[config.mk]
export PLATFORM = sky130hd
export DESIGN_NAME = dac_playback
export DESIGN_NICKNAME = d
export VERILOG_FILES = /design/src/common/stream_pkg.sv /design/src/playback/dac_playback.sv
export SDC_FILE = /design/constraint.sdc
export NUM_CORES = 1
export LEC_CHECK = 0
export BUFFER_PORTS_ARGS = -buffer_cell sky130_fd_sc_hd__clkbuf_2
export CAP_MARGIN = 20
export CORE_ASPECT_RATIO = 1.5
export CORE_MARGIN = 2
export CORE_UTILIZATION = 45
export CTS_BUF_LIST = sky130_fd_sc_hd__clkbuf_8
export CTS_CLUSTER_SIZE = 10
export DETAILED_ROUTE_END_ITERATION = 16
export GPL_TIMING_DRIVEN = 1
export HOLD_SLACK_MARGIN = 0.06
export PLACE_DENSITY = 0.78
export SLEW_MARGIN = 40
export SYNTH_ARGS = -nofsm -noshare
export SYNTH_HDL_FRONTEND = slang
export SYNTH_SLANG_ARGS = --single-unit
export TNS_END_PERCENT = 20
[constraint.sdc]
create_clock -name clk_adc2 -period 7.75 [get_ports clk_adc2]
set_input_delay 0.775 -clock clk_adc2 [delete_from_list [all_inputs] [get_ports clk_adc2]]
set_output_delay 0.775 -clock clk_adc2 [all_outputs]
set_load 0.005 [all_outputs]
[src/common/stream_pkg.sv]
package stream_pkg;

	// one signed adc sample
	typedef logic signed [15:0] adc_sample_t;

	// sample 1 sits in the upper half of the host word
	typedef struct packed {
		adc_sample_t s1;
		adc_sample_t s0;
	} adc_word_t;

	// one dac code, 12 bits
	typedef logic [11:0] dac_code_t;

	// low 24 bits of host write data
	typedef struct packed {
		dac_code_t c1;
		dac_code_t c0;
	} dac_word_t;

	// stream beat, last marks the final word of a run
	typedef struct packed {
		dac_word_t data;
		logic      last;
	} dac_beat_t;

endpackage

[src/playback/dac_playback.sv]
`timescale 1ns/1ps
module dac_playback #(
	parameter int DEPTH_LOG2 = 8
) (
	input  logic                  clk_adc2,
	input  logic                  arst_n,
	input  logic                  start,
	input  logic [DEPTH_LOG2:0]   len,
	output logic                  busy,
	output logic                  done,
	output logic                  ram_re,
	output logic [DEPTH_LOG2-1:0] ram_raddr,
	input  stream_pkg::dac_word_t ram_rdata,
	output logic                  dac_valid,
	output stream_pkg::dac_beat_t dac_beat,
	input  logic                  dac_ready
);

	// next ram address to read
	logic [DEPTH_LOG2:0] rd_addr;
	logic [DEPTH_LOG2:0] len_q;
	// read issued last cycle, data shows up on ram_rdata now
	logic                rd_pend;
	logic                pend_last;

	// two-entry output buffer
	stream_pkg::dac_beat_t fifo [2];
	logic                  wr_ptr;
	logic                  rd_ptr;
	logic [1:0]            cnt;
	// occupancy after this cycle's push and pop
	logic [2:0]            fill;

	logic push;
	logic pop;
	logic issue;

	assign push = rd_pend;
	assign pop  = dac_valid && dac_ready;
	assign fill = 3'(cnt) + 3'(rd_pend) - 3'(pop);

	// only read when the returning word is sure to find a free entry
	assign issue = busy && (rd_addr != len_q) && (fill <= 3'd1);

	assign ram_re    = issue;
	assign ram_raddr = rd_addr[DEPTH_LOG2-1:0];

	// head entry stays put until popped
	assign dac_valid = (cnt != 2'd0);
	assign dac_beat  = fifo[rd_ptr];

	always_ff @(posedge clk_adc2 or negedge arst_n) begin
		if (!arst_n) begin
			busy      <= 1'b0;
			done      <= 1'b0;
			rd_addr   <= '0;
			len_q     <= '0;
			rd_pend   <= 1'b0;
			pend_last <= 1'b0;
			wr_ptr    <= 1'b0;
			rd_ptr    <= 1'b0;
			cnt       <= 2'd0;
		end else begin
			done    <= 1'b0;
			rd_pend <= issue;
			if (start && !busy && len != '0) begin
				busy    <= 1'b1;
				rd_addr <= '0;
				len_q   <= len;
			end else if (issue) begin
				// tag the word read from the final address
				pend_last <= (rd_addr == len_q - 1'b1);
				rd_addr   <= rd_addr + 1'b1;
			end
			if (push) begin
				wr_ptr <= ~wr_ptr;
			end
			if (pop) begin
				rd_ptr <= ~rd_ptr;
			end
			cnt <= cnt + 2'(push) - 2'(pop);
			// run ends on the edge the last beat leaves
			if (pop && dac_beat.last) begin
				busy <= 1'b0;
				done <= 1'b1;
			end
		end
	end

	// buffer payload
	always_ff @(posedge clk_adc2) begin
		if (push) begin
			fifo[wr_ptr] <= '{data: ram_rdata, last: pend_last};
		end
	end

endmodule

[Word-level counts from Yosys, hierarchy flattened]
Memories as Yosys holds them, arrays and structs flattened.
Index checks and enable logic that the tools add are counted.
Cells by class
  add/sub/neg operators: 6
  $lt $le $gt $ge: 1
  equal/unequal tests: 2
  mux-type cells: 7
  bitwise gates (word level): 3
  reduce and logical (&&, ||, !) cells: 12
Operators by type and width (number)
  two-way mux 9 bit: 2
  adder 9 x 1 -> 9 bit, second input constant: 1
  == test 9 bit: 1
  inequality test 9 bit: 1
  nonzero test 9 bit: 1
  subtractor 9 x 1 -> 9 bit, second input constant: 1
  logical AND 1 bit: 6
  nonzero test 2 bit: 3
  two-way mux 1 bit: 5
  adder 2 x 1 -> 3 bit: 1
  <= comparator 3 x 1 -> 1 bit, second input constant: 1
  NOT 1 bit: 3
  subtractor 3 x 1 -> 3 bit: 1
  adder 2 x 1 -> 2 bit: 1
  AND reduction 2 bit: 1
  subtractor 2 x 1 -> 2 bit: 1
  logical NOT 1 bit: 1
Storage, ports and cells
  register bits after elaboration: 26
  bits in writable memories: 50
  input bits: 37
  output and inout port bits: 37
  memories kept: 1
Memories
  fifo: words 2, width 25, rd ports 1, clocked after memory_dff 0, write ports 1, RTL line dac_playback.sv:27  | stream_pkg::dac_beat_t fifo [2];

[Longest topological paths before layout]
  word-level depth: 7
  gate-level depth with buffers: 12
  depth with buffers taken out: 12

[Worst setup path after synthesis]
Ideal clock, no wire load.
  path kind: input to output
  start point: in dac_ready
  end point: out ram_re
  data arrival time: 2.497 ns
  setup slack: 4.478 ns
  cell stages on the path: 9
  buffers on the path: 0
  cells stage by stage: nand2_1 inv_1 ha_1 inv_1 ha_1 fa_1 xnor2_1 or3_2 nor2_4
Between the ends
  cells in the longest elaborated chain, start to end: 4
Ends and longest elaborated chain
  start, declared: RTL line dac_playback.sv:16  | input logic dac_ready
  logical AND 1 bit: RTL line dac_playback.sv:39  | assign pop = dac_valid && dac_ready;
  net pop: RTL line dac_playback.sv:35  | logic pop;
  subtractor 3 x 1 -> 3 bit: RTL line dac_playback.sv:40  | assign fill = 3'(cnt) + 3'(rd_pend) - 3'(pop);
  <= comparator 3 x 1 -> 1 bit: RTL line dac_playback.sv:43  | assign issue = busy && (rd_addr != len_q) && (fill <= 3'd1);
  logical AND 1 bit: RTL line dac_playback.sv:43
  end, declared: RTL line dac_playback.sv:11  | output logic ram_re,
The timed path passes the listed nets, and every way through them passes these cells.

[Final worst setup path]
  start point: reg cnt[1]
  end point: out ram_re
Between the ends
  cells in the longest elaborated chain, start to end: 5
  elaborated cells between the ends (all ways): 6
Ends and longest elaborated chain
  start, declared: RTL line dac_playback.sv:30  | logic [1:0] cnt;
  start signal, assigned: RTL line dac_playback.sv:81  | cnt <= cnt + 2'(push) - 2'(pop);
  nonzero test 2 bit: RTL line dac_playback.sv:49  | assign dac_valid = (cnt != 2'd0);
  logical AND 1 bit: RTL line dac_playback.sv:39
  net pop: RTL line dac_playback.sv:35
  subtractor 3 x 1 -> 3 bit: RTL line dac_playback.sv:40
  net fill[1]: RTL line dac_playback.sv:32  | logic [2:0] fill;
  <= comparator 3 x 1 -> 1 bit: RTL line dac_playback.sv:43
  logical AND 1 bit: RTL line dac_playback.sv:43
The timed path passes the listed nets, and every way through them passes these cells.

==> flow_summary.json <==
{
  "synth_top_family_by_area": "simple AND/OR/NAND/NOR gates",
  "power.static_leakage_uw": 0.00169,
  "diodes": 0,
  "synth_top_area_cell": "edfxtp_1",
  "fin_skew_ns": 0.00559,
  "fillers": 617,
  "dp_hpwl_um": 4500,
  "synth-simple-area-share": 0.105,
  "synthAdderAreaFrac": 0.0207,
  "critPathMaxStageDelay_ns": 0.53,
  "cts_buffer_depth": 2,
  "hp-class": "primary input to async pin",
  "cts.sinks": 76,
  "yosysMostFrequentCell": "edfxtp_1",
  "syn_to_final_growth_pct": 18.0,
  "reg2reg_depth": 11,
  "placed_cell_area_mm2": 0.00380,
  "clk_latency_ns": 0.34,
  "pre_cts_ws_ns": 4.09,
  "netlist_instances": 248,
  "firstDrtPassIters": 4,
  "criticalPathCategory": "flip-flop to output pin",
  "place.gp.congestion": 0.836,
  "pin_count": 74,
  "multi_input_area_mm2": 0.00111,
  "grt_usage": 0.163,
  "portBuffers": 73,
  "netlist.area_leader.share": 0.444,
  "timing.slew.headroom": 0.568,
  "r2r_end": "rd_addr[8]",
  "syn_area_mm2": 0.00338,
  "cp.arrival_ns": 3.08,
  "overflow": 0,
  "syn_area_per_cell_um2": 13.6,
  "wire_per_inst_um": 14.5,
  "drive_gt1_frac": 0.391,
  "vias": 2121,
  "yosys_register_bits": 76,
  "grt_max_degree": 27,
  "slowest_stage": "or3_2",
  "yosysSeqAreaShare": 0.636,
  "cts_buffers": 9,
  "fin_tns_setup_ns": 0,
  "fmax_mhz": 260,
  "rsz0062_at_grt": "no",
  "core_area_mm2": 0.00727,
  "cts_tree": "built",
  "rrSetupSlack_ns": 4.72,
  "start_kind": "flip-flop",
  "whs_ns": 0.443,
  "die_area_mm2": 0.00824,
  "crit_chain": "or2_2 -> nand2_1 -> inv_1 -> ha_1 -> inv_1 -> ha_1 -> fa_1 -> or3_2 -> nor2_4 -> clkbuf_2",
  "drt-vias-per-instance": 5.03,
  "final-max-slew-violation-count": 0,
  "cts_hold_buffers": 0,
  "ant_nets": 0,
  "synthTopCellsByCount": "50 x edfxtp_1, 34 x nand2_1, 26 x dfrtp_1",
  "clk_pin_slew_ns": 0.07,
  "initialDrtViolationCount": 69,
  "synthesis.nets": 290,
  "ys_types": 43,
  "fin_area_mm2": 0.00399,
  "antenna_found_initial": 0,
  "grt_pass1_vias": 2139,
  "cts_setup_buffers": 0,
  "synth-edff-count": 50,
  "critPathMaxFanout": 10,
  "post-route-util": 0.549,
  "setup_violations": 0,
  "htreeDepth": 3,
  "fin_ws_ns": 3.90,
  "drv_cap": 0,
  "worst_ep_required_time_ns": 6.97,
  "synth_ff_type": "edfxtp_1",
  "regArea_mm2": 0.00215,
  "root_buffer": "clkbuf_8",
  "finalHoldViolations": 0,
  "cts_resized": 0,
  "tightest_slew_ns": 0.648,
  "status": "complete, no violations",
  "ys_async_sr_fraction": 0.342,
  "yosys_warnings": 0,
  "rows": 38,
  "synth_compound_area_frac": 0.0474,
  "reg2reg_from": "cnt[1]",
  "synth-xor-area-share": 0.0492,
  "remaining_drc_errors": 0,
  "min_period_ns": 3.85,
  "grt_pass1_wl_um": 9820,
  "num-nets-final": 359,
  "period_share": 0.497,
  "yosys-top-cells-area": "edfxtp_1 44%, dfrtp_1 19%, mux2_2 8.3%",
  "cp-end-kind": "output pin",
  "initial_core_util": 0.465,
  "wirelength_um": 6120,
  "synthMuxAreaShare": 0.101,
  "die_y_um": 110,
  "die_w_um": 74.8,
  "irDropWorstVdd_v": 0.000174,
  "power.density_mw_per_mm2": 329
}
[routing by layer]
layer,vias up,track usage,part of all wire
met5,-,0,0
met4,0,0.0944,0.038
met3,22,0.0509,0.067
met2,85,0.280,0.51
met1,996,0.171,0.39
li1,1018,-,-
[state kept, by name (all words and copies together), names as in the netlist]
signal and cells:
done 1, pend_last 1, wr_ptr 1, cnt 2, rd_addr 9, rd_ptr 1, busy 1, fifo 50
push 1, len_q 9
[where the power goes]
part | leakage (µW) | total [µW] | switching, µW | internal, µW
clock network | 0.0000968 | 285 | 138 | 147
registers | 0.000788 | 602 | 86.0 | 516
logic | 0.000807 | 424 | 215 | 209
[logic make-up after synthesis]
group	Yosys count
DFF	76
and+or+nand+nor	70
muxes	31
buffers and inverters	27
AOI/OAI and AO/OA	20
xor gates and xnor gates	19
adders and majority gates	5
[how the worst max path moves through the flow]
| stage | start | end | depth (start not counted) |
|---|---|---|---|
| floorplan | dac_ready | ram_re | 9 |
| global placement | dac_ready | ram_re | 10 |
| detailed placement | dac_ready | ram_re | 11 |
| CTS | cnt[1] | ram_re | 11 |
| finish | cnt[1] | ram_re | 10 |
| global route | cnt[1] | ram_re | 11 |
[layout by cell type, fill, tap and decap left out, types with 2 or more instances in the layout]
cell type	netlist	routed
and3_1	5	5
clkbuf_2	1	73
clkbuf_8	0	9
clkinv_2	0	2
clkinvlp_4	0	2
dfrtp_1	26	25
edfxtp_1	50	50
ha_1	4	4
inv_1	11	12
mux2_2	25	25
mux2i_1	6	6
nand2_1	34	34
nand3_1	5	5
nand4_1	2	2
nor2_1	10	9
nor3_1	5	5
o21ai_0	6	6
xnor2_1	13	13
xor2_1	6	6
[per-stage QoR]
| stage | power (µW) | std cells |
|---|---|---|
| finish | 1310 | 422 |
| global route | 1410 | 422 |
| CTS | 1330 | 422 |
| detailed placement | 1040 | 406 |
| global placement | 1020 | 406 |
| floorplan | 896 | 248 |
[worst max-delay path, delay by kind of cell (launching register included)]
family                   cells  cell delay [ns]
AND/OR/NAND/NOR              4             1.20
adder cells (fa/ha/maj)      3             0.89
buffers and inverters        3             0.25
flip-flops                   1             0.40
[layout make-up]
cell class | count | share of cell area
flip-flops and latches | 76 | 0.540
multi-input cells | 145 | 0.277
repair buffers | 74 | 0.0934
well taps | 100 | 0.0314
clock buffers | 9 | 0.0310
clock inverters | 7 | 0.0169
inverters | 11 | 0.0103
(Power assumes the default switching activity.)
