--- src/common/stream_pkg.sv ---
package stream_pkg;

	// one signed adc sample
	typedef logic signed [15:0] adc_sample_t;

	// sample 1 sits in the upper half of the host word
	typedef struct packed {
		adc_sample_t s1;
		adc_sample_t s0;
	} adc_word_t;

	// one dac code, 12 bits
	typedef logic [11:0] dac_code_t;

	// low 24 bits of host write data
	typedef struct packed {
		dac_code_t c1;
		dac_code_t c0;
	} dac_word_t;

	// stream beat, last marks the final word of a run
	typedef struct packed {
		dac_word_t data;
		logic      last;
	} dac_beat_t;

endpackage

--- src/capture/adc_capture.sv ---
`timescale 1ns/1ps
module adc_capture #(
	parameter int DEPTH_LOG2 = 8
) (
	input  logic                  clk_adc2,
	input  logic                  arst_n,
	input  logic                  start,
	input  logic [DEPTH_LOG2:0]   len,
	output logic                  busy,
	output logic                  done,
	input  logic                  adc_valid,
	input  stream_pkg::adc_word_t adc_data,
	output logic                  adc_ready,
	output logic                  ram_we,
	output logic [DEPTH_LOG2-1:0] ram_waddr,
	output stream_pkg::adc_word_t ram_wdata
);

	// words accepted so far in this run
	logic [DEPTH_LOG2:0] cnt;
	logic [DEPTH_LOG2:0] cnt_nxt;
	// run length latched at start
	logic [DEPTH_LOG2:0] len_q;
	logic                xfer;

	// source only sees ready inside the capture window
	assign adc_ready = busy;
	assign xfer      = adc_valid && busy;
	assign cnt_nxt   = cnt + 1'b1;

	// word k lands at address k
	assign ram_we    = xfer;
	assign ram_waddr = cnt[DEPTH_LOG2-1:0];
	assign ram_wdata = adc_data;

	always_ff @(posedge clk_adc2 or negedge arst_n) begin
		if (!arst_n) begin
			busy  <= 1'b0;
			done  <= 1'b0;
			cnt   <= '0;
			len_q <= '0;
		end else begin
			// done is a single-cycle pulse
			done <= 1'b0;
			if (start && !busy && len != '0) begin
				busy  <= 1'b1;
				cnt   <= '0;
				len_q <= len;
			end else if (xfer) begin
				cnt <= cnt_nxt;
				// close the window on the final transfer edge
				if (cnt_nxt == len_q) begin
					busy <= 1'b0;
					done <= 1'b1;
				end
			end
		end
	end

endmodule

--- config.mk ---
export PLATFORM = sky130hd
export DESIGN_NAME = adc_capture
export DESIGN_NICKNAME = d
export VERILOG_FILES = /design/src/common/stream_pkg.sv /design/src/capture/adc_capture.sv
export SDC_FILE = /design/constraint.sdc
export NUM_CORES = 1
export LEC_CHECK = 0
export BUFFER_PORTS_ARGS = -buffer_cell sky130_fd_sc_hd__buf_2
export CORE_MARGIN = 10
export CORE_UTILIZATION = 37
export CTS_BUF_LIST = sky130_fd_sc_hd__clkbuf_2 sky130_fd_sc_hd__clkbuf_4 sky130_fd_sc_hd__clkbuf_8
export DETAILED_ROUTE_END_ITERATION = 8
export GPL_TIMING_DRIVEN = 0
export PLACE_DENSITY = 0.77
export RECOVER_POWER = 50
export SLEW_MARGIN = 20
export SYNTH_ARGS = -nofsm -noshare
export SYNTH_HDL_FRONTEND = slang
export SYNTH_SLANG_ARGS = --single-unit
--- constraint.sdc ---
create_clock -name clk_adc2 -period 3.5 [get_ports clk_adc2]
set_input_delay 0.175 -clock clk_adc2 [delete_from_list [all_inputs] [get_ports clk_adc2]]
set_output_delay 0.175 -clock clk_adc2 [all_outputs]
set_load 0.02 [all_outputs]
Word level (Yosys, flattened, before mapping)
Cells that the tools add are included.

operators by class
  mux-type cells = 8
  reduce and logical (&&, ||, !) cells = 8
  equal/unequal tests = 1
  $add $sub $neg = 1

operators with widths
  cell                                                           count
  9-bit 2-to-1 mux                                               2
  9-bit by 1-bit adder with 9-bit output, second input constant  1
  9-bit equality test                                            1
  9-bit nonzero test                                             1
  1-bit 2-to-1 mux                                               6
  2-bit nonzero test                                             2
  1-bit logical AND                                              3
  2-bit AND reduction                                            1
  1-bit logical NOT                                              1

storage, ports and cells
  output and inout bits = 44
  bits in registers = 20
  word-level logic and storage cells = 22
  input bits = 45

Depth between registers and ports, before layout
Gate-level depths: netlist (run 1).

  word-level depth = 5
  depth in mapped cells = 6
  mapped depth without buffers = 6

Worst setup path after synthesis (run 1)
No wires, ideal clock.

  path kind = register to register
  start point = register cnt[0]
  end point = register done
  buffers on the path = 0
  stages on the path, launching flop included = 7
  clock period less this slack = 1654 ps
  data required time = 3380 ps
  setup slack = 1846 ps
  library setup time = 120 ps
  data arrival time = 1534 ps
  path through = dfrtp_1 -> ha_1 -> and3_4 -> a311o_1 -> o2111ai_1 -> a211oi_2 -> and3_1

between the ends
  cells in the longest elaborated chain, start to end = 5

ends and longest elaborated chain
  item                                    line               RTL
  start: declaration                      adc_capture.sv:20  logic [DEPTH_LOG2:0] cnt;
  start signal: assignment                adc_capture.sv:50  cnt <= cnt_nxt;
  9-bit by 1-bit adder with 9-bit output  adc_capture.sv:29  assign cnt_nxt = cnt + 1'b1;
  9-bit equality test                     adc_capture.sv:52  if (cnt_nxt == len_q) begin
  1-bit 2-to-1 mux                        adc_capture.sv:52
  1-bit 2-to-1 mux                        adc_capture.sv:49  end else if (xfer) begin
  1-bit 2-to-1 mux                        adc_capture.sv:45  if (start && !busy && len != '0) begin
  end signal: assignment                  adc_capture.sv:39  done <= 1'b0;
  end signal: assignment                  adc_capture.sv:44  done <= 1'b0;
  end signal: assignment                  adc_capture.sv:54  done <= 1'b1;
  end: declaration                        adc_capture.sv:10  output logic done,

No other way between the ends.
A chain may end at the register's enable or synchronous reset.

Worst setup path after layout (run 1)
Ends and elaborated chain as after synthesis.

==> impl_metrics.py, run 1 <==
metrics = {
    "status": {
        "outcome": "completed",
    },
    "sta": {
        "rsz0062_at_grt": "no",
        "slew_violations": 0,
        "max_freq_mhz": 549,
        "tightest_slew_ns": 1.05,
        "clock_skew_ns": 0.00397,
        "hold_violations": 0,
        "setup_tns_ns": 0,
        "fin_crit_sh_pct": 52.1,
        "relSlewSlack_pct": 29.9,
        "period_minus_slack_ns": 1.82,
        "finalSetupViolCount": 0,
    },
    "die": {
        "core_um2": 3740,
        "die_x_um": 82.9,
        "placementRows": 22,
        "dieHeight_um": 82.9,
        "start_util_pct": 39.1,
        "die_area_um2": 6880,
        "ios": 89,
    },
    "synth": {
        "synth_top_cell_area_share_pct": 34.2,
        "synth_top_family_by_area": "buffers and inverters",
        "yosys.cell_types.count": 38,
        "synth.most_common_cell": "buf_4",
        "synth_mux_area_share_pct": 8.71,
        "yosys.area_share.simple_pct": 12.5,
        "synth.area.top_cells": "dfrtp_1, buf_4, mux2_4, o21ai_0, xnor2_1",
        "synth_edf_count": 0,
        "syn-mean-instance-area_um2": 9.51,
        "ys.warnings.count": 0,
        "synth_compound_area_share_pct": 13.0,
        "yosysSeqAreaShare_pct": 34.2,
        "synth_area_um2": 1470,
        "postSynthCellCount": 154,
        "synth_commonest_cells": "buf_4, dfrtp_1, o21ai_0, nor2_1, xnor2_1",
        "yosys.area_share.adder_pct": 0.854,
        "ys_ff_latch": 20,
        "synth_nets": 200,
        "synth_ff_type": "dfrtp_1",
        "synth_xor_area_share_pct": 6.58,
        "async_flop_share_pct": 100,
        "yosys.area.top_type": "dfrtp_1",
    },
    "setup_path": {
        "path_class": "reg2reg",
        "cp.arrival_ns": 1.97,
        "crit_required_ns": 3.65,
        "crit_fanout": 7,
        "endpoint_kind": "flip-flop",
        "start_kind": "flip-flop",
    },
    "global_route": {
        "grt_pass1_vias": 1400,
        "grt_usage_pct": 10.9,
        "grt_start_max_net_pins": 21,
        "grt_pass1_wl_um": 6390,
        "grt-ovfl-total": 0,
        "antenna_found_initial": 0,
    },
    "cts": {
        "cts-root-buf": "clkbuf_8",
        "clock_path_buffers": 2,
        "cts_sinks": 20,
        "clock_latency_ns": 0.26,
        "cts_inserted_buffers": 3,
        "clk_pin_slew_worst_paths_ns": 0.08,
        "cts_tree": "done",
        "h-tree-depth": 1,
    },
    "power": {
        "p_int_uw": 689,
        "p_sw_share_pct": 39.1,
        "pwr-share-comb_pct": 48.0,
        "vdd_drop_max_v": 0.000277,
        "p_leak_nw": 0.852,
        "finalPower_mw": 1.13,
        "switching_power_uw": 442,
        "p_seq_share_pct": 36.3,
        "power.density_nw_per_um2": 619,
        "p_clk_share_pct": 15.7,
    },
    "cells_and_area": {
        "nFillCells": 379,
        "drive_gt1_share_pct": 40.9,
        "fin_nets": 262,
        "antenna_cells": 0,
        "syn_to_final_growth_pct": 24.9,
    },
    "drt": {
        "first_pass_iters": 4,
        "dr.first_iter.drc_count": 77,
        "dr_wl_met3_um": 343,
        "wl_um": 3800,
        "met2RoutedLength_um": 1870,
        "dr.max_layer_used": "met4",
        "viasPerCell": 4.67,
        "drc": 0,
        "ant_nets": 0,
        "wl_met1_um": 1500,
        "num_vias": 1229,
        "wire_per_inst_um": 14.4,
    },
    "min_path": {
        "hold_path_class": "in2reg",
    },
    "placed_design": {
        "place.gp.congestion": 0.866,
        "io_buffers": 56,
        "dp_hpwl_um": 3180,
    },
    "flow_run": {
        "maxCapViolations": 0,
    },
}
==> sequential cells by signal, indices dropped and copies added (netlist names) <==
name,flops
adc_ready,1
cnt,9
done,1
len_q,9
==> per-layer routing <==
layer  vias up  GRT usage (%)
li1        612              -
met1       544           11.7
met2        66           18.3
met3         7           4.49
met4         0           4.92
met5         -              0
==> path summary, 6_finish.rpt <==
check                               from  endpoint  slack [ns]  cells past startpoint
worst min register to register  len_q[1]  len_q[1]        0.55                      1
min in group asynchronous         arst_n    cnt[2]        0.62                      2
worst max register to register    cnt[0]      done        1.68                      6
worst min-delay path              len[2]  len_q[2]        0.15                      2
max in group asynchronous         arst_n      done        2.25                      2
worst max-delay path              cnt[0]      done        1.68                      6
==> critical path, cell delays in order (launching register included) <==
cell and delay [ns]:
dfrtp_1 0.46, ha_1 0.29, and3_4 0.22, a311o_1 0.35, o2111ai_1 0.14, a211oi_2 0.07
and3_1 0.18
==> power groups by stage <==
stage               clock network (mW)  logic [mW]  registers (mW)
floorplan                            0       0.428           0.386
global placement                     0       0.532           0.403
detailed placement                   0       0.549           0.413
CTS                              0.181       0.553           0.407
global route                     0.195       0.592           0.423
finish                           0.178       0.543           0.411
==> layout make-up <==
class | count | area, µm² | area share (%)
clock buffers | 4 | 55.1 | 3.01
inverters | 6 | 22.5 | 1.23
well taps | 48 | 60.1 | 3.28
multi-input cells | 83 | 609 | 33.3
plain buffers | 45 | 333 | 18.2
flip-flops and latches | 20 | 500 | 27.4
repair buffers | 57 | 249 | 13.6
==> metrics by stage <==
stage | instance area (µm²) | util, % | hold slack [ns] | setup WS [ns] | cells
2_1_floorplan | 1470 | - | -0.121 | 1.85 | 154
3_3_place_gp | 1810 | 48.2 | 0.137 | 1.77 | 258
3_5_place_dp | 1810 | 48.2 | 0.149 | 1.74 | 258
4_1_cts | 1870 | 50.0 | 0.153 | 1.70 | 263
5_1_grt | 1830 | 48.9 | 0.144 | 1.60 | 263
6_report | 1830 | 48.9 | 0.154 | 1.68 | 263
==> cells by family (layout without fill, tap and decap cells) <==
| group | Yosys count | after routing |
|---|---|---|
| XOR/XNOR | 11 | 11 |
| multiplexers | 9 | 9 |
| flip-flops | 20 | 20 |
| buffers and inverters | 51 | 112 |
| AND/OR/NAND/NOR | 34 | 34 |
| adder cells (fa/ha/maj) | 1 | 1 |
| AO/OA/AOI/OAI | 28 | 28 |
==> timing repair <==
item | 4_1_cts | 5_1_grt
endpoints found under the hold margin | 20 | 0
hold buffers | 1 | 0
gates resized for setup | 0 | 0
buffers inserted | 0 | 0
==> cell usage in the layout, fill, tap and decap left out, types with 4 or more instances in the layout <==
master    instances
dfrtp_1          20
mux2_4            7
buf_2            24
nor2_1           10
nand2_1           7
xnor2_1           8
clkbuf_8          4
buf_4            41
inv_1             5
o21ai_0          14
clkbuf_1         34
nand3_1           5
Power figures use the tool's default switching activity.
==> inputs of run 2 (changes only) <==
--- a/config.mk
+++ b/config.mk
@@ -5,13 +5,14 @@
 export SDC_FILE = /design/constraint.sdc
 export NUM_CORES = 1
 export LEC_CHECK = 0
+export ABC_AREA = 1
 export BUFFER_PORTS_ARGS = -buffer_cell sky130_fd_sc_hd__buf_2
 export CORE_MARGIN = 10
 export CORE_UTILIZATION = 37
 export CTS_BUF_LIST = sky130_fd_sc_hd__clkbuf_2 sky130_fd_sc_hd__clkbuf_4 sky130_fd_sc_hd__clkbuf_8
 export DETAILED_ROUTE_END_ITERATION = 8
 export GPL_TIMING_DRIVEN = 0
-export PLACE_DENSITY = 0.77
+export PLACE_DENSITY = 0.81
 export RECOVER_POWER = 50
 export SLEW_MARGIN = 20
 export SYNTH_ARGS = -nofsm -noshare
==> constraint.sdc (replaced) <==
create_clock -name clk_adc2 -period 1.5 [get_ports clk_adc2]
set_input_delay 0.075 -clock clk_adc2 [delete_from_list [all_inputs] [get_ports clk_adc2]]
set_output_delay 0.075 -clock clk_adc2 [all_outputs]
set_load 0.02 [all_outputs]
==> run 2 against run 1 <==
- register-to-register slack worse by 1.7 ns
- die area shrank 2.5%
- critical path type unchanged
- utilization grew 1.5 points
- largest cell class is now buffers
==> impl_metrics.py, run 2 <==
metrics = {
    "global_route": {
        "grt-ovfl-total": 0,
        "grt_use_met3_pct": 4.04,
        "antenna_found_initial": 0,
        "busiest_layer": "met2",
        "grt_start_max_net_pins": 21,
        "grt_pass1_vias": 1457,
        "grt_usage_pct": 11.5,
        "met2_usage_pct": 18.7,
        "grt_pass1_wl_um": 6320,
        "met1_usage_pct": 13.3,
    },
    "cells_and_area": {
        "postLayoutCellArea_um2": 1860,
        "final_cell_mix": "nand2_1, buf_4, clkbuf_1, buf_2, inv_1",
        "top_regs": "cnt (9), len_q (9)",
        "antenna_cells": 0,
        "layout_commonest_cell": "nand2_1",
        "drive_gt1_share_pct": 34.2,
        "final_util_pct": 50.3,
        "syn_to_final_growth_pct": 31.0,
        "fin_nets": 311,
    },
    "cts": {
        "cts-root-buf": "clkbuf_8",
        "cts_sinks": 20,
        "clk_pin_slew_worst_paths_ns": 0.07,
        "cts_inserted_buffers": 3,
        "h-tree-depth": 1,
        "cts_tree": "done",
        "clock_path_buffers": 2,
        "clock_latency_ns": 0.26,
    },
    "synth": {
        "syn-mean-instance-area_um2": 7.09,
        "synth_ff_type": "dfrtp_1",
        "synth_commonest_cells": "nand2_1, buf_4, inv_1, dfrtp_1, nand3_1",
        "ys.warnings.count": 0,
        "yosys.cell_types.count": 19,
        "synth_nets": 246,
        "yosys.area_share.simple_pct": 28.5,
        "yosys.area_share.adder_pct": 0.883,
        "synth_area_um2": 1420,
        "synth_compound_area_share_pct": 7.15,
        "synth_xor_area_share_pct": 0,
        "synth.most_common_cell": "nand2_1",
        "synth_top_family_by_area": "simple AND/OR/NAND/NOR gates",
        "synth_mux_area_share_pct": 0,
        "async_flop_share_pct": 100,
        "yosysSeqAreaShare_pct": 35.3,
        "synth.area.top_cells": "dfrtp_1, buf_4, nand2_1, nand3_1, inv_1",
        "postSynthCellCount": 200,
        "synth_edf_count": 0,
        "yosys.area.top_type": "dfrtp_1",
        "ys_ff_latch": 20,
        "synth_top_cell_area_share_pct": 35.3,
    },
    "power": {
        "switching_power_mw": 1.35,
        "p_seq_share_pct": 33.5,
        "power.density_nw_per_um2": 1610,
        "vdd_drop_max_v": 0.000622,
        "pwr-share-comb_pct": 54.6,
        "p_clk_share_pct": 11.9,
        "p_int_mw": 1.64,
        "p_sw_share_pct": 45.2,
        "p_leak_nw": 0.938,
    },
    "die": {
        "die_area_um2": 6710,
        "die_x_um": 81.9,
        "core_um2": 3690,
        "ios": 89,
        "placementRows": 22,
        "dieHeight_um": 81.9,
        "start_util_pct": 38.4,
    },
    "status": {
        "outcome": "completed",
    },
    "setup_path": {
        "critPathMaxStageDelay_ns": 0.40,
        "cp_slowest_cell": "dfrtp_1",
        "crit_chain": "ha_4 > buf_6 > nand3_2 > o21bai_2 > nand2_1 > nand2_1 > nand2_1 > inv_1 > nand2_1 > nor2_2 > nor2_1",
        "start_kind": "flip-flop",
        "crit_fanout": 3,
        "crit_required_ns": 1.66,
        "path_buf_inv": 2,
        "path_class": "reg2reg",
        "endpoint_kind": "flip-flop",
        "cp.arrival_ns": 1.65,
        "crit_family": "simple AND/OR/NAND/NOR gates",
        "crit_top_cell": "nand2_1",
    },
    "drt": {
        "drc": 0,
        "wl_um": 3940,
        "wire_per_inst_um": 12.7,
        "ant_nets": 0,
        "dr.first_iter.drc_count": 39,
        "num_vias": 1384,
        "viasPerCell": 4.45,
        "first_pass_iters": 4,
    },
    "sta": {
        "tightest_slew_ns": 1.07,
        "period_minus_slack_ns": 1.50,
        "finalSetupViolCount": 0,
        "max_freq_mhz": 668,
        "rsz0062_at_grt": "yes",
        "fin_ws_ns": 0.00249,
        "clock_skew_ns": 0.00395,
        "slew_violations": 0,
        "hold_violations": 0,
        "holdWs_ns": 0.0274,
        "fin_crit_sh_pct": 99.8,
        "relSlewSlack_pct": 28.7,
    },
    "placed_design": {
        "place.gp.congestion": 0.885,
        "dpl_worst_slack_ns": -0.142,
        "io_buffers": 56,
        "dpl_cell_area_um2": 1760,
        "dp_hpwl_um": 3250,
    },
    "flow_run": {
        "maxCapViolations": 0,
    },
    "min_path": {
        "hold_path_class": "in2reg",
    },
}
[run 2: repair_timing]
item / in CTS / in global routing
endpoints found under the setup margin: 2 / 2
buffers inserted: 3 / 0
pin swaps: 6 / 3
hold buffers: 1 / 0
hold endpoints to repair: 20 / 0
gates cloned: 0 / 0
gates resized for setup: 9 / 11
[run 2: power groups by stage]
stage / registers [mW] / clock network [mW] / logic [mW]
floorplan: 0.950 / 0 / 1.09
global placement: 0.988 / 0 / 1.41
detailed placement: 1.00 / 0 / 1.44
CTS: 0.994 / 0.360 / 1.59
global route: 1.03 / 0.385 / 1.85
finish: 1.00 / 0.356 / 1.63
[run 2: tightest hold or removal path: cells and delay by family]
kind / cells / cell delay (ns)
and+or+nand+nor: 2 / 0.10
buffers and inverters: 1 / 0.09
[run 2: stage by stage]
step	setup TNS, ns	std cells	power (mW)
final	0	311	2.99
after global routing	-0.294	311	3.27
after CTS	-0.0180	311	2.94
after detailed placement	-0.197	304	2.45
after global placement	-0.160	304	2.40
after floorplan	0	200	2.04
[run 2: path summary, 6_finish.rpt]
check,from,endpoint,slack [ns],cells past startpoint
setup / recovery,cnt[1],adc_ready,0.002,11
hold / removal,len[1],len_q[1],0.03,3
setup reg to reg,cnt[1],adc_ready,0.002,11
hold reg to reg,len_q[6],len_q[6],0.53,2
max in group asynchronous,arst_n,cnt[2],0.26,2
min in group asynchronous,arst_n,len_q[8],0.52,2
[run 2: kinds of logic (layout without fill, tap and decap cells)]
kind of cell | count (synthesis) | after routing
buffers and inverters | 65 | 128
DFF | 20 | 20
and+or+nand+nor | 95 | 95
adders and majority gates | 1 | 1
AOI/OAI and AO/OA | 19 | 19
[run 2: per-layer routing]
metal,up-vias,part of all wire [%]
li1,713,-
met2,68,45
met4,0,1.4
met1,598,44
met5,-,0
met3,5,10
[run 2: layout make-up]
cell class / instances / area, µm²
sequential: 20 / 503
buffer: 42 / 313
inverter: 23 / 88.8
tap: 48 / 60.1
multi-input combinational: 115 / 576
clock buffer: 3 / 41.3
fill: 402 / 1830
timing repair buffer: 60 / 275
