`src/common/lb_pkg.sv`:
```
package lb_pkg;

	// host request, one write and one read channel per cycle
	typedef struct packed {
		logic        wren;
		logic [11:0] waddr;
		logic [31:0] wdata;
		logic        rden;
		logic [11:0] raddr;
	} lb_req_t;

	// read response, rdata only meaningful with rvalid
	typedef struct packed {
		logic        rvalid;
		logic [31:0] rdata;
	} lb_rsp_t;

	// region field position in the 12-bit address
	localparam int REGION_MSB = 11;
	localparam int REGION_LSB = 10;

	localparam logic [1:0] REGION_REGS = 2'd0;
	// capture ram, read side
	localparam logic [1:0] REGION_CAP  = 2'd1;
	// playback ram, write side
	localparam logic [1:0] REGION_PLAY = 2'd2;

	// register word offsets inside REGION_REGS
	localparam logic [9:0] REG_CTRL     = 10'd0;
	localparam logic [9:0] REG_STATUS   = 10'd1;
	localparam logic [9:0] REG_CAP_LEN  = 10'd2;
	localparam logic [9:0] REG_PLAY_LEN = 10'd3;

	// ctrl strobe bits
	localparam int CTRL_CAP_START  = 0;
	localparam int CTRL_PLAY_START = 1;

	// status bits
	localparam int STAT_CAP_BUSY  = 0;
	localparam int STAT_CAP_DONE  = 1;
	localparam int STAT_PLAY_BUSY = 2;
	localparam int STAT_PLAY_DONE = 3;

endpackage

```
`src/common/stream_pkg.sv`:
```
package stream_pkg;

	// one signed adc sample
	typedef logic signed [15:0] adc_sample_t;

	// sample 1 sits in the upper half of the host word
	typedef struct packed {
		adc_sample_t s1;
		adc_sample_t s0;
	} adc_word_t;

	// one dac code, 12 bits
	typedef logic [11:0] dac_code_t;

	// low 24 bits of host write data
	typedef struct packed {
		dac_code_t c1;
		dac_code_t c0;
	} dac_word_t;

	// stream beat, last marks the final word of a run
	typedef struct packed {
		dac_word_t data;
		logic      last;
	} dac_beat_t;

endpackage

```
`src/buffer_ctrl.sv`:
```
`timescale 1ns/1ps
module buffer_ctrl #(
	parameter int DEPTH_LOG2 = 8
) (
	input  logic                  clk_adc2,
	input  logic                  arst_n,
	input  lb_pkg::lb_req_t       lb_req,
	output lb_pkg::lb_rsp_t       lb_rsp,
	output logic                  cap_start,
	output logic [DEPTH_LOG2:0]   cap_len,
	input  logic                  cap_busy,
	input  logic                  cap_done,
	output logic                  play_start,
	output logic [DEPTH_LOG2:0]   play_len,
	input  logic                  play_busy,
	input  logic                  play_done,
	output logic                  cap_re,
	output logic [DEPTH_LOG2-1:0] cap_raddr,
	input  stream_pkg::adc_word_t cap_rdata,
	output logic                  play_we,
	output logic [DEPTH_LOG2-1:0] play_waddr,
	output stream_pkg::dac_word_t play_wdata
);

	localparam logic [31:0] DEPTH = 32'(2 ** DEPTH_LOG2);

	logic [1:0]  wr_region;
	logic [1:0]  rd_region;
	logic [9:0]  wr_idx;
	logic [9:0]  rd_idx;
	logic        wr_reg;
	logic        wr_ctrl;
	logic        cap_go;
	logic        play_go;
	logic        cap_done_q;
	logic        play_done_q;
	logic [31:0] reg_rdata;
	// read pipe, stage one
	logic        rd_vld_q;
	logic        rd_cap_q;
	logic [31:0] reg_rdata_q;
	// read pipe, output stage
	logic        rsp_valid_q;
	logic [31:0] rsp_data_q;

	// lengths above the ram depth saturate
	function automatic logic [DEPTH_LOG2:0] clamp_len(input logic [31:0] v);
		logic [31:0] c;
		c = (v > DEPTH) ? DEPTH : v;
		return c[DEPTH_LOG2:0];
	endfunction

	// address decode
	assign wr_region = lb_req.waddr[lb_pkg::REGION_MSB:lb_pkg::REGION_LSB];
	assign rd_region = lb_req.raddr[lb_pkg::REGION_MSB:lb_pkg::REGION_LSB];
	assign wr_idx    = lb_req.waddr[lb_pkg::REGION_LSB-1:0];
	assign rd_idx    = lb_req.raddr[lb_pkg::REGION_LSB-1:0];
	assign wr_reg    = lb_req.wren && (wr_region == lb_pkg::REGION_REGS);
	assign wr_ctrl   = wr_reg && (wr_idx == lb_pkg::REG_CTRL);

	// a pending start pulse counts as busy too
	assign cap_go = wr_ctrl && lb_req.wdata[lb_pkg::CTRL_CAP_START]
		&& !cap_busy && !cap_start && (cap_len != '0);
	assign play_go = wr_ctrl && lb_req.wdata[lb_pkg::CTRL_PLAY_START]
		&& !play_busy && !play_start && (play_len != '0);

	// host writes straight into the playback ram
	assign play_we    = lb_req.wren && (wr_region == lb_pkg::REGION_PLAY);
	assign play_waddr = lb_req.waddr[DEPTH_LOG2-1:0];
	assign play_wdata = stream_pkg::dac_word_t'(lb_req.wdata[23:0]);

	// capture ram read goes out in the rden cycle
	assign cap_re    = lb_req.rden && (rd_region == lb_pkg::REGION_CAP);
	assign cap_raddr = lb_req.raddr[DEPTH_LOG2-1:0];

	// register file and run control
	always_ff @(posedge clk_adc2 or negedge arst_n) begin
		if (!arst_n) begin
			cap_len     <= '0;
			play_len    <= '0;
			cap_start   <= 1'b0;
			play_start  <= 1'b0;
			cap_done_q  <= 1'b0;
			play_done_q <= 1'b0;
		end else begin
			cap_start  <= cap_go;
			play_start <= play_go;
			if (wr_reg && wr_idx == lb_pkg::REG_CAP_LEN) begin
				cap_len <= clamp_len(lb_req.wdata);
			end
			if (wr_reg && wr_idx == lb_pkg::REG_PLAY_LEN) begin
				play_len <= clamp_len(lb_req.wdata);
			end
			// sticky done, cleared only by an accepted start
			if (cap_go) begin
				cap_done_q <= 1'b0;
			end else if (cap_done) begin
				cap_done_q <= 1'b1;
			end
			if (play_go) begin
				play_done_q <= 1'b0;
			end else if (play_done) begin
				play_done_q <= 1'b1;
			end
		end
	end

	// register read mux, ctrl and unmapped offsets read 0
	always_comb begin
		reg_rdata = '0;
		if (rd_region == lb_pkg::REGION_REGS) begin
			case (rd_idx)
				lb_pkg::REG_STATUS: begin
					reg_rdata[lb_pkg::STAT_CAP_BUSY]  = cap_busy;
					reg_rdata[lb_pkg::STAT_CAP_DONE]  = cap_done_q;
					reg_rdata[lb_pkg::STAT_PLAY_BUSY] = play_busy;
					reg_rdata[lb_pkg::STAT_PLAY_DONE] = play_done_q;
				end
				lb_pkg::REG_CAP_LEN:  reg_rdata[DEPTH_LOG2:0] = cap_len;
				lb_pkg::REG_PLAY_LEN: reg_rdata[DEPTH_LOG2:0] = play_len;
				default: reg_rdata = '0;
			endcase
		end
	end

	// valid and region tag ride along with the ram access
	always_ff @(posedge clk_adc2 or negedge arst_n) begin
		if (!arst_n) begin
			rd_vld_q    <= 1'b0;
			rd_cap_q    <= 1'b0;
			rsp_valid_q <= 1'b0;
		end else begin
			rd_vld_q    <= lb_req.rden;
			rd_cap_q    <= (rd_region == lb_pkg::REGION_CAP);
			rsp_valid_q <= rd_vld_q;
		end
	end

	// data side of the read pipe
	always_ff @(posedge clk_adc2) begin
		reg_rdata_q <= reg_rdata;
		rsp_data_q  <= rd_cap_q ? 32'(cap_rdata) : reg_rdata_q;
	end

	assign lb_rsp.rvalid = rsp_valid_q;
	assign lb_rsp.rdata  = rsp_data_q;

endmodule

```
`config.mk`:
```
export PLATFORM = sky130hd
export DESIGN_NAME = buffer_ctrl
export DESIGN_NICKNAME = d
export VERILOG_FILES = /design/src/common/lb_pkg.sv /design/src/common/stream_pkg.sv /design/src/buffer_ctrl.sv
export SDC_FILE = /design/constraint.sdc
export NUM_CORES = 1
export LEC_CHECK = 0
export BUFFER_PORTS_ARGS = -buffer_cell sky130_fd_sc_hd__buf_2
export CORE_UTILIZATION = 37
export CTS_CLUSTER_SIZE = 10
export DETAILED_ROUTE_END_ITERATION = 10
export GPL_ROUTABILITY_DRIVEN = 0
export PLACE_DENSITY = 0.73
export RECOVER_POWER = 100
export SLEW_MARGIN = 20
export SYNTH_ARGS = -nofsm -noshare
export SYNTH_HDL_FRONTEND = slang
export SYNTH_SLANG_ARGS = --single-unit
```
`constraint.sdc`:
```
create_clock -name clk_adc2 -period 1.2 [get_ports clk_adc2]
set_input_delay 0.12 -clock clk_adc2 [delete_from_list [all_inputs] [get_ports clk_adc2]]
set_output_delay 0.12 -clock clk_adc2 [all_outputs]
set_load 0.01 [all_outputs]
```
* Word-level counts from Yosys, hierarchy flattened
Index checks and enable logic that the tools add are counted.
** Word-level totals
- Register bits :: 89
- Input bits :: 96
- Output and inout bits :: 95
- Word-level logic and storage cells :: 53
** Operators by class
- $lt $le $gt $ge :: 1
- Equal/unequal tests :: 7
- Multiplexer cells :: 8
- Reductions and logical operators :: 25
** Operators with widths (count)
- $eq A10 B2 Y1 const B :: 4
- $gt A32 B9 Y1 const B :: 1
- $mux W32 :: 1
- $reduce_bool A9 Y1 :: 2
- $logic_and A1 B1 Y1 :: 14
- $pmux W4 S3 :: 1
- $eq A10 B1 Y1 const B :: 1
- $logic_not A10 Y1 :: 1
- $pmux W5 S2 :: 1
- $mux W9 :: 1
- $logic_not A1 Y1 :: 4
- $logic_not A2 Y1 :: 2
- $mux W1 :: 4
- $reduce_bool A2 Y1 :: 2
- $eq A2 B1 Y1 const B :: 1
- $eq A2 B2 Y1 const B :: 1

* Depth between registers and ports, before layout
Gate-level depths: netlist of the first run.
- Depth in word-level cells :: 8
- Mapped depth :: 6
- Mapped depth without buffers :: 4

* Worst setup path before layout of the first run
Ideal clock, no wire load.
- Path type :: input to register
- From :: input port lb_req[56] (netlist bit)
- To :: register cap_done_q
- Setup time :: 126 ps
- Arrival time :: 1572 ps
- Data required time :: 1074 ps
- Path slack :: -498 ps
- Stages on the path :: 5
- Path buffers :: 1
- Path through :: or4b_4 > buf_6 > or4b_4 > a311oi_2 > nor2_1
** Between the ends
- Longest elaborated chain between the ends :: 8
- Elaborated cells on any way between the ends :: 9
- Those cells by class :: 1 x mux; 8 x reduce/logical
** RTL lines
- from (decl) :: RTL line buffer_ctrl.sv:7 : input lb_pkg::lb_req_t lb_req,
- $logic_not A2 Y1 * :: RTL line buffer_ctrl.sv:58 : assign wr_reg = lb_req.wren && (wr_region == lb_pkg::REGION_REGS);
- $logic_and A1 B1 Y1 * :: RTL line buffer_ctrl.sv:58
- $logic_and A1 B1 Y1 * :: RTL line buffer_ctrl.sv:59 : assign wr_ctrl = wr_reg && (wr_idx == lb_pkg::REG_CTRL);
- $logic_and A1 B1 Y1 * :: RTL line buffer_ctrl.sv:62 : assign cap_go = wr_ctrl && lb_req.wdata[lb_pkg::CTRL_CAP_START]
- $logic_and A1 B1 Y1 * (3 in a row) :: RTL line buffer_ctrl.sv:63 : && !cap_busy && !cap_start && (cap_len != '0);
- via cap_go :: RTL line buffer_ctrl.sv:33 : logic cap_go;
- $mux W1 or $reduce_bool A2 Y1 (tied branches)
- to (signal assigned) :: RTL line buffer_ctrl.sv:83 : cap_done_q <= 1'b0;
- to (signal assigned) :: RTL line buffer_ctrl.sv:96 : cap_done_q <= 1'b0;
- to (signal assigned) :: RTL line buffer_ctrl.sv:98 : cap_done_q <= 1'b1;
- to (decl) :: RTL line buffer_ctrl.sv:35 : logic cap_done_q;
The timed path passes the listed nets; every way through them passes the cells marked *.
A chain may end at the register's enable or synchronous reset.

* Worst setup path after layout of the first run
- From :: input port lb_req[54] (netlist bit)
- To :: register cap_done_q
** Between the ends
- Longest elaborated chain between the ends :: 7
- Elaborated cells on any way between the ends :: 8
- Those cells by class :: 1 x mux; 7 x reduce/logical
** RTL lines (RTL line)
- $logic_not A10 Y1 * :: buffer_ctrl.sv:59
- $logic_and A1 B1 Y1 * :: buffer_ctrl.sv:59
- $logic_and A1 B1 Y1 * :: buffer_ctrl.sv:62
- $logic_and A1 B1 Y1 * (3 in a row) :: buffer_ctrl.sv:63
- via cap_go :: buffer_ctrl.sv:33
- $mux W1 or $reduce_bool A2 Y1 (tied branches)
Marks and branches as above.

==> results of run 1 <==
## area by class of cell
cell class | instances | area [sq um]
fill | 658 | 3054
sequential | 66 | 1446
timing repair buffer | 240 | 1345
multi-input combinational | 148 | 1003
clock buffer | 10 | 148.9
tap | 99 | 123.9
clock inverter | 6 | 92.59
## logic make-up after synthesis
| logic type | share of synthesized area |
|---|---|
| compound gates | 0.05098 |
| buf+inv | 0.1274 |
| simple gates | 0.2157 |
| mux | 0.07965 |
| flops | 0.5262 |
## layer usage
metal  up-vias  global-route usage  routed length [um]
li1       1264                   -                   -
met1      1154              0.1928                2919
met2       144              0.3797                4088
met3        12             0.06032                 677
met4         0             0.07771                 121
met5         -                   0                   0
## how the worst min path moves through the flow
stage / from / end / slack [ns] / depth (start not counted)
floorplan: arst_n / cap_done_q / -0.18 / 0
global placement: arst_n / rd_vld_q / 0.15 / 1
detailed placement: arst_n / rd_vld_q / 0.16 / 1
CTS: cap_rdata[15] / rsp_data_q[15] / 0.001 / 2
global route: cap_rdata[18] / rsp_data_q[18] / 0.005 / 2
finish: cap_rdata[18] / rsp_data_q[18] / 0.01 / 2
## sequential cells by signal, indices dropped and copies added (netlist names), 9 cells and up
name,cells
rsp_data_q,32
play_len,9
reg_rdata_q,9
cap_len,9
## where the power goes
part | switching [uW] | internal [uW] | total [uW]
clock network | 849 | 1310 | 2160
logic | 270 | 306 | 576
registers | 13.6 | 2250 | 2260
total | 1130 | 3870 | 5000
## per-stage QoR
stage	hold slack [ns]	setup slack (ns)	cell area (sq um)
final	0.01027	-0.1854	4160
after global routing	0.005148	-0.2301	4160
after CTS	0.001380	-0.2250	4222
after detailed placement	0.1579	-0.6172	3636
after global placement	0.1515	-0.5805	3636
after floorplan	-0.1756	-0.4976	2783
## cell usage after synthesis, drive strengths merged (2+ instances only)
library cell  number
a22oi              4
a311oi             2
and2              24
buf               43
clkbuf             7
dfrtp             25
dfxtp             41
mux2              15
mux2i              5
nand2             34
nand3              2
nor2              18
nor2b              2
nor3               2
nor4              12
o21ai             16
or4                3
or4b               3
## worst max-delay path, stage by stage
cell and delay, ns:
buf_6 0.09, or4_4 0.55, or4b_4 0.56, a311oi_2 0.23, nor2_1 0.06
## repair_timing
| action | in CTS | in global routing |
|---|---|---|
| gates resized for setup | 13 | 14 |
| setup endpoints to repair | 22 | 22 |
| endpoints found under the hold margin | 51 | 0 |
| pin swaps | 30 | 5 |
| setup buffers | 2 | 2 |
| hold buffers | 27 | 0 |
==> metrics, run 1 <==
Yosys reg bits=66; Worst Skew=0.007098 ns; CTS root buf=clkbuf_8; I/O pin total=191; Netlist Area Pre-Place=2749 sq um; Inserted Diodes=0; top post-synthesis cells by area=dfxtp_1, dfrtp_1, buf_4; leakage=0.001850 uW; Final nets=561; CTS max path bufs=2; initial core utilization=0.3810; Hold/Removal Path Class=primary input to flop; total wire length=7807 um; share of cells above drive strength 1=0.3851; most frequent cells in the layout=buf_2, clkbuf_1, dfxtp_1; vias in the first global route=2476; wire per inst=13.72 um; Seq/Total Area, Yosys=0.5262; Reg2Reg Depth=3; Post-synth top flop=dfxtp_1; Reg clk slew, reported paths=0.07 ns; clk_lat worst skew=0.33 ns; Final Slew Violations=0; Worst Max-Slew Pin Slew=0.6581 ns; Fin. Hold Viols=0; reg-to-reg critical path endpoint=play_done_q; setup TNS=-3.434 ns; Power Total=5004 uW; Slew HR=0.5613; initial antenna violation count=0; Clock Sink Count=66; Layout Cells excl Fill=569; CTS Buf Count=9; fraction of registers with async set/reset=0.3788; Die Area=7778 sq um; Yosys top cell by area=dfxtp_1; Setup Crit Path Kind=primary input to flop; largest net degree at the start of global routing=33; DRC=0; syn avg cell area=10.41 sq um; Ys Warns=0; status=complete, but fails checks; worst setup margin=-0.1854 ns; # setup viols final=31; reg2reg start=play_start; Final period util=1.154; CP arrival=1.61 ns; H-tree depth reported by CTS=3; Core Util, Final=0.5767; CTS tree=yes; Vias=2574; All-Layer GR Usage=0.1965; first-pass GRT wire length=11250 um; Final HPWL DP=5728 um; fin crit period=1.385 ns; Startpoint Class=primary input; CP Launch Point=lb_req[54]; core area=7214 sq um; CP endpoint kind=flop; CP Max Fanout=4; max capacitance violation total=0; Pwr Density=1203 nW/um^2; area fraction of the dominant cell type after synthesis=0.2986; post-synth cell types=28; Port Buf Inserts=190; initial DRC count=69; Area Overhead vs Synth=51.34%; CP required=1.42 ns; GRT Residual Overflow=0; Post-Synthesis Cells=264; Die Wd=88.20 um; Synthesized Nets=360; Detail Route Antenna Nets=0; number of enable flip-flop cells after synthesis=0; Worst Setup EP=cap_done_q; commonest non-fill, non-tap cell in the layout=buf_2; fmax=0.7218 GHz; flop-to-flop setup slack=-0.07 ns; Die Y=88.20 um; drt pass-1 iters=6; unrepaired setup endpoints after global routing=true; Vias/cell=4.524; Worst VDD drop=0.4432 mV; # rows=31; placed cells=522; failing checks=setup timing
No activity file was read; power rests on OpenSTA's default activity.
==> inputs of run 2 (changes only) <==
Settings changed: CORE_UTILIZATION 37 to 41, PLACE_DENSITY 0.73 to 0.77.
Clock period 1.2 ns to 1.5 ns, I/O delays scaled along.
==> run 2 against run 1 <==
Effect of this change: the run ends with DRC left; power down 29%; clock power fell by 37%; worst hold slack improved by 0.014 ns; cell count shrank 9.1%; sequential cell count stayed put; via count is 3.8% lower; clock-buffer cell count stayed put; first-iteration DRC count increased by 22%; combinational power fell by 31%.
==> metrics, run 2 (synthesis gave the netlist of run 1 again) <==
status=complete, but fails checks; failing checks=DRC; Biggest register=rsp_data_q; CTS Buf Count=9 (unchanged); Setup Crit Path Kind=primary input to flop; reg2reg start=cap_len[3]; Pwr Density=960.4 nW/um^2 (-20%); leakage=0.001629 uW (-12%); All-Layer GR Usage=0.2027 (+0.006215); CP endpoint kind=flop; initial DRC count=84 (+22%); dpl ws=-0.3625 ns (+0.2547 ns); vias in the first global route=2340 (-5.5%); Final nets=531 (-5.3%); Worst Skew=0.003893 ns (-0.003205 ns); CP Max Fanout=4 (unchanged); CP required=1.72 ns (+0.30 ns); Vias/cell=4.787 (+5.8%); CTS max path bufs=2 (unchanged); Die Wd=83.88 um (-4.9%); total wire length=7234 um (-7.3%); CTS tree=yes; Inserted Diodes=0 (unchanged); H-tree depth reported by CTS=3 (unchanged); Reg clk slew, reported paths=0.07 ns (about the same); CP Launch Point=lb_req[54]; wire per inst=13.99 um (+2.0%); CP arrival=1.68 ns (+0.07 ns); Final Slew Violations=0 (unchanged); Power Total=3571 uW (-29%); initial antenna violation count=0 (unchanged); Fin. Hold Viols=0 (unchanged); Final HPWL DP=5666 um (-1.1%); Hold/Removal Path Class=primary input to flop; critical hold path startpoint=cap_rdata[31]; # setup viols final=0 (-100%); share of cells above drive strength 1=0.3500 (-0.03511); CTS root buf=clkbuf_8; most frequent cells in the layout=buf_2, clkbuf_1, dfxtp_1; DRC=30 (+30); Detail Route Antenna Nets=0 (unchanged); clk_lat worst skew=0.33 ns (about the same); largest net degree at the start of global routing=32 (-3.0%); Worst Max-Slew Pin Slew=0.6293 ns (-0.02880 ns); Port Buf Inserts=190 (unchanged); Die Area=7036 sq um (-9.5%); fmax=0.6828 GHz; Area Overhead vs Synth=35.28%; Worst VDD drop=0.4563 mV (+3.0%); I/O pin total=191 (unchanged); Final period util=0.9764; Die Y=83.88 um (-4.9%); drt pass-1 iters=8 (+2); initial core utilization=0.4280 (+0.04699); max capacitance violation total=0 (unchanged); unrepaired setup endpoints after global routing=true; setup TNS=0 ns (+3.434 ns); Startpoint Class=primary input; GRT Residual Overflow=0 (unchanged); worst setup margin=0.03539 ns (+0.2208 ns); Clock Sink Count=66 (unchanged); Largest register FFs=32 (unchanged); Core Util, Final=0.5790 (+0.002343); commonest non-fill, non-tap cell in the layout=buf_2; first-pass GRT wire length=10930 um (-2.9%); # rows=29 (-6.5%); WHS=0.02398 ns (+0.01372 ns); core area=6422 sq um (-11%); Vias=2475 (-3.8%); fin crit period=1.465 ns; Slew HR=0.5805 (+0.01920)
==> run 2: cell count changes in the layout (fill, tap and decap cells not counted), sizes merged <==
| cell | delta |
|---|---|
| bufinv | -2 |
| inv | -2 |
| clkinvlp | +2 |
| clkbuf | +8 |
| buf | -18 |
| clkinv | +2 |
| dlygate4sd3 | -20 |
==> run 2: timing repair <==
action,in CTS,in global routing
gates resized for setup,1,6
gates cloned,0,0
endpoints found under the hold margin,31,0
setup buffers,0,2
setup endpoints to repair,2,10
hold buffers,7,0
pin swaps,0,10
==> run 2: worst max-delay path, cell delays in order <==
cell	delay [ns]
buf_6	0.09
or4_4	0.55
or4b_4	0.56
a311oi_2	0.27
nor2_1	0.06
==> run 2: area by class of cell <==
| class | count | area, sq um |
|---|---|---|
| Clock buffer | 10 | 148.9 |
| Clock inverter | 6 | 38.79 |
| Fill cell | 621 | 2704 |
| Multi-Input combinational cell | 148 | 975.9 |
| Sequential cell | 66 | 1446 |
| Tap cell | 77 | 96.34 |
| Timing Repair Buffer | 210 | 1012 |
==> run 2: layer usage <==
| layer | part of all wire | routed length (um) | track usage |
|---|---|---|---|
| met5 | 0 | 0 | 0 |
| met1 | 0.37 | 2666 | 0.2046 |
| met4 | 0.016 | 119 | 0.08150 |
| met3 | 0.083 | 604 | 0.05737 |
| met2 | 0.53 | 3844 | 0.3875 |
==> run 2: report_power, final <==
group	total [uW]	leakage (uW)	internal (uW)	switching, uW
Combinational	398	0.000867	196	202
Clock	1360	0.0000936	696	666
Sequential	1810	0.000669	1800	10.1
==> run 2: path summary, 6_finish.rpt <==
kind / cells past startpoint / end / slack (ns)
worst max-delay path: 5 / play_done_q / 0.04
worst min-delay path: 2 / rsp_data_q[31] / 0.02
worst max register to register: 3 / cap_done_q / 0.20
worst min register to register: 0 / rsp_valid_q / 0.36
max in group asynchronous: 2 / cap_len[8] / 0.72
min in group asynchronous: 2 / rd_cap_q / 0.37
==> run 2: through the flow <==
step           instances  cell area [sq um]
6_report             517               3719
5_1_grt              517               3719
4_1_cts              515               3797
3_5_place_dp         492               3536
3_3_place_gp         492               3536
2_1_floorplan        264               2783
==> inputs of run 3 (changes only) <==
Settings changed: CORE_ASPECT_RATIO set to 1.4, CORE_UTILIZATION 41 to 37, PLACE_DENSITY 0.77 to 0.73.
Clock period 1.5 ns to 1.3 ns, I/O delays scaled along.
==> run 3 against run 2 <==
Effect of this change: the flow finishes with violations (setup timing); clock skew grew 0.0037 ns; worst setup slack lost 0.15 ns; power is 23% higher; critical endpoint unchanged.
==> metrics, run 3 (synthesis gave the netlist of run 1 again) <==
status=complete, but fails checks; failing checks=setup timing; Setup Crit Path Kind=primary input to flop; routing usage on met3=0.05136 (-0.006012); initial antenna violation count=0 (unchanged); Reg clk slew, reported paths=0.07 ns (about the same); Vias=2583 (+4.4%); critical hold path startpoint=cap_rdata[14]; GRT Residual Overflow=0 (unchanged); CTS tree=yes; Final period util=1.085; met1 usage=0.1953 (-0.009314); Area Overhead vs Synth=45.97%; reg2reg start=play_start; fin crit period=1.410 ns; max capacitance violation total=0 (unchanged); Worst VDD drop=0.5282 mV (+16%); CP required=1.52 ns (-0.20 ns); # setup viols final=21 (+21); Core Util, Final=0.5674 (-0.01159); I/O pin total=191 (unchanged); CTS root buf=clkbuf_8; Final HPWL DP=5974 um (+5.4%); setup TNS=-0.7393 ns (-0.7393 ns); Worst Max-Slew Pin Slew=0.6526 ns (+0.02326 ns); CP endpoint kind=flop; Power Total=4403 uW (+23%); clk_lat worst skew=0.33 ns (about the same); wire per inst=14.23 um (+1.7%); initial DRC count=51 (-39%); DRC=0 (-100%); core area=7072 sq um (+10%); drt pass-1 iters=4 (-4); CP arrival=1.63 ns (-0.05 ns); CTS max path bufs=2 (unchanged); worst setup margin=-0.1101 ns (-0.1455 ns); Port Buf Inserts=190 (unchanged); Inserted Diodes=0 (unchanged); initial core utilization=0.3887 (-0.03930); Fin. Hold Viols=0 (unchanged); share of cells above drive strength 1=0.3587 (+0.008696); flop-to-flop setup slack=0 ns (-0.20 ns); largest net degree at the start of global routing=33 (+3.1%); Largest register FFs=32 (unchanged); Clock Sink Count=66 (unchanged); Die Wd=74.85 um (-11%); CTS Buf Count=9 (unchanged); total wire length=7897 um (+9.2%); leakage=0.001746 uW (+7.2%); Worst Skew=0.007621 ns (+0.003728 ns); reg-to-reg critical path endpoint=play_done_q; commonest non-fill, non-tap cell in the layout=clkbuf_1; Vias/cell=4.654 (-2.8%); H-tree depth reported by CTS=3 (unchanged); Pwr Density=1097 nW/um^2 (+14%); Reg2Reg Depth=3 (unchanged); Die Area=7783 sq um (+11%); fillers=634 (+2.1%); Worst Hold Path EP=rsp_data_q[14]; CP Max Fanout=5 (+1); Most Crowded Layer GR=met2; Final Slew Violations=0 (unchanged); Worst Hold Depth=2 (unchanged); Startpoint Class=primary input; # rows=36 (+24%); unrepaired setup endpoints after global routing=true; Slew HR=0.5650 (-0.01551); vias in the first global route=2481 (+6.0%); fmax=0.7092 GHz; GR met2 Demand/Resource=0.3784 (-0.009103); All-Layer GR Usage=0.2007 (-0.001968); Final nets=551 (+3.8%); Die Y=104.0 um (+24%); Hold/Removal Path Class=primary input to flop; Detail Route Antenna Nets=0 (unchanged); Biggest register=rsp_data_q; most frequent cells in the layout=clkbuf_1, buf_2, dfxtp_1; first-pass GRT wire length=11590 um (+6.0%)
## run 3: area by class of cell
| class | count | area [sq um] | share of cell area |
|---|---|---|---|
| clock buffer | 12 | 166.4 | 0.04147 |
| clock inverter | 4 | 48.80 | 0.01216 |
| multi-input combinational | 148 | 1011 | 0.2519 |
| sequential | 66 | 1446 | 0.3605 |
| tap | 95 | 118.9 | 0.02962 |
| timing repair buffer | 230 | 1221 | 0.3043 |
## run 3: critical path, cell delays in order
cell and delay, ns:
buf_6 0.09, or4b_4 0.57, or4b_4 0.53, a311oi_2 0.22, nor2_1 0.08
## run 3: where the power goes
part | total, uW | switching [uW] | internal, uW | leakage (uW)
registers | 2090 | 11.9 | 2080 | 0.000669
logic | 513 | 246 | 267 | 0.000966
clock network | 1800 | 748 | 1050 | 0.000111
total | 4400 | 1010 | 3400 | 0.00175
## run 3: per-layer routing
layer	routed length, um	part of all wire
met4	120	0.015
met2	4244	0.54
met1	2807	0.36
met5	0	0
met3	725	0.092
## run 3: worst max path at each step
stage	start	end	slack, ns	cells after the start
2_1_floorplan	lb_req[56]	cap_done_q	-0.41	5
3_3_place_gp	lb_req[56]	cap_len[0]	-0.51	5
4_1_cts	lb_req[53]	play_done_q	-0.14	5
5_1_grt	lb_req[53]	play_done_q	-0.11	5
3_5_place_dp	lb_req[56]	cap_len[7]	-0.54	5
6_report	lb_req[53]	play_done_q	-0.11	5
## run 3: repair_timing
action                     4_1_cts  5_1_grt
setup buffers                    1        2
hold endpoints to repair        46        0
setup endpoints to repair       21       22
pin swaps                       24       15
hold buffers                    22        0
gates resized for setup          9       16
## run 3: metrics by stage
step                      hold slack, ns  instances  setup WS, ns  cell area, sq um
after floorplan                  -0.1656        264       -0.4076              2783
after global placement            0.1605        514       -0.5056              3601
after detailed placement          0.1695        514       -0.5430              3601
after CTS                      0.0001484        553       -0.1441              4079
after global routing            0.005720        555       -0.1149              4013
final                            0.01571        555       -0.1101              4013
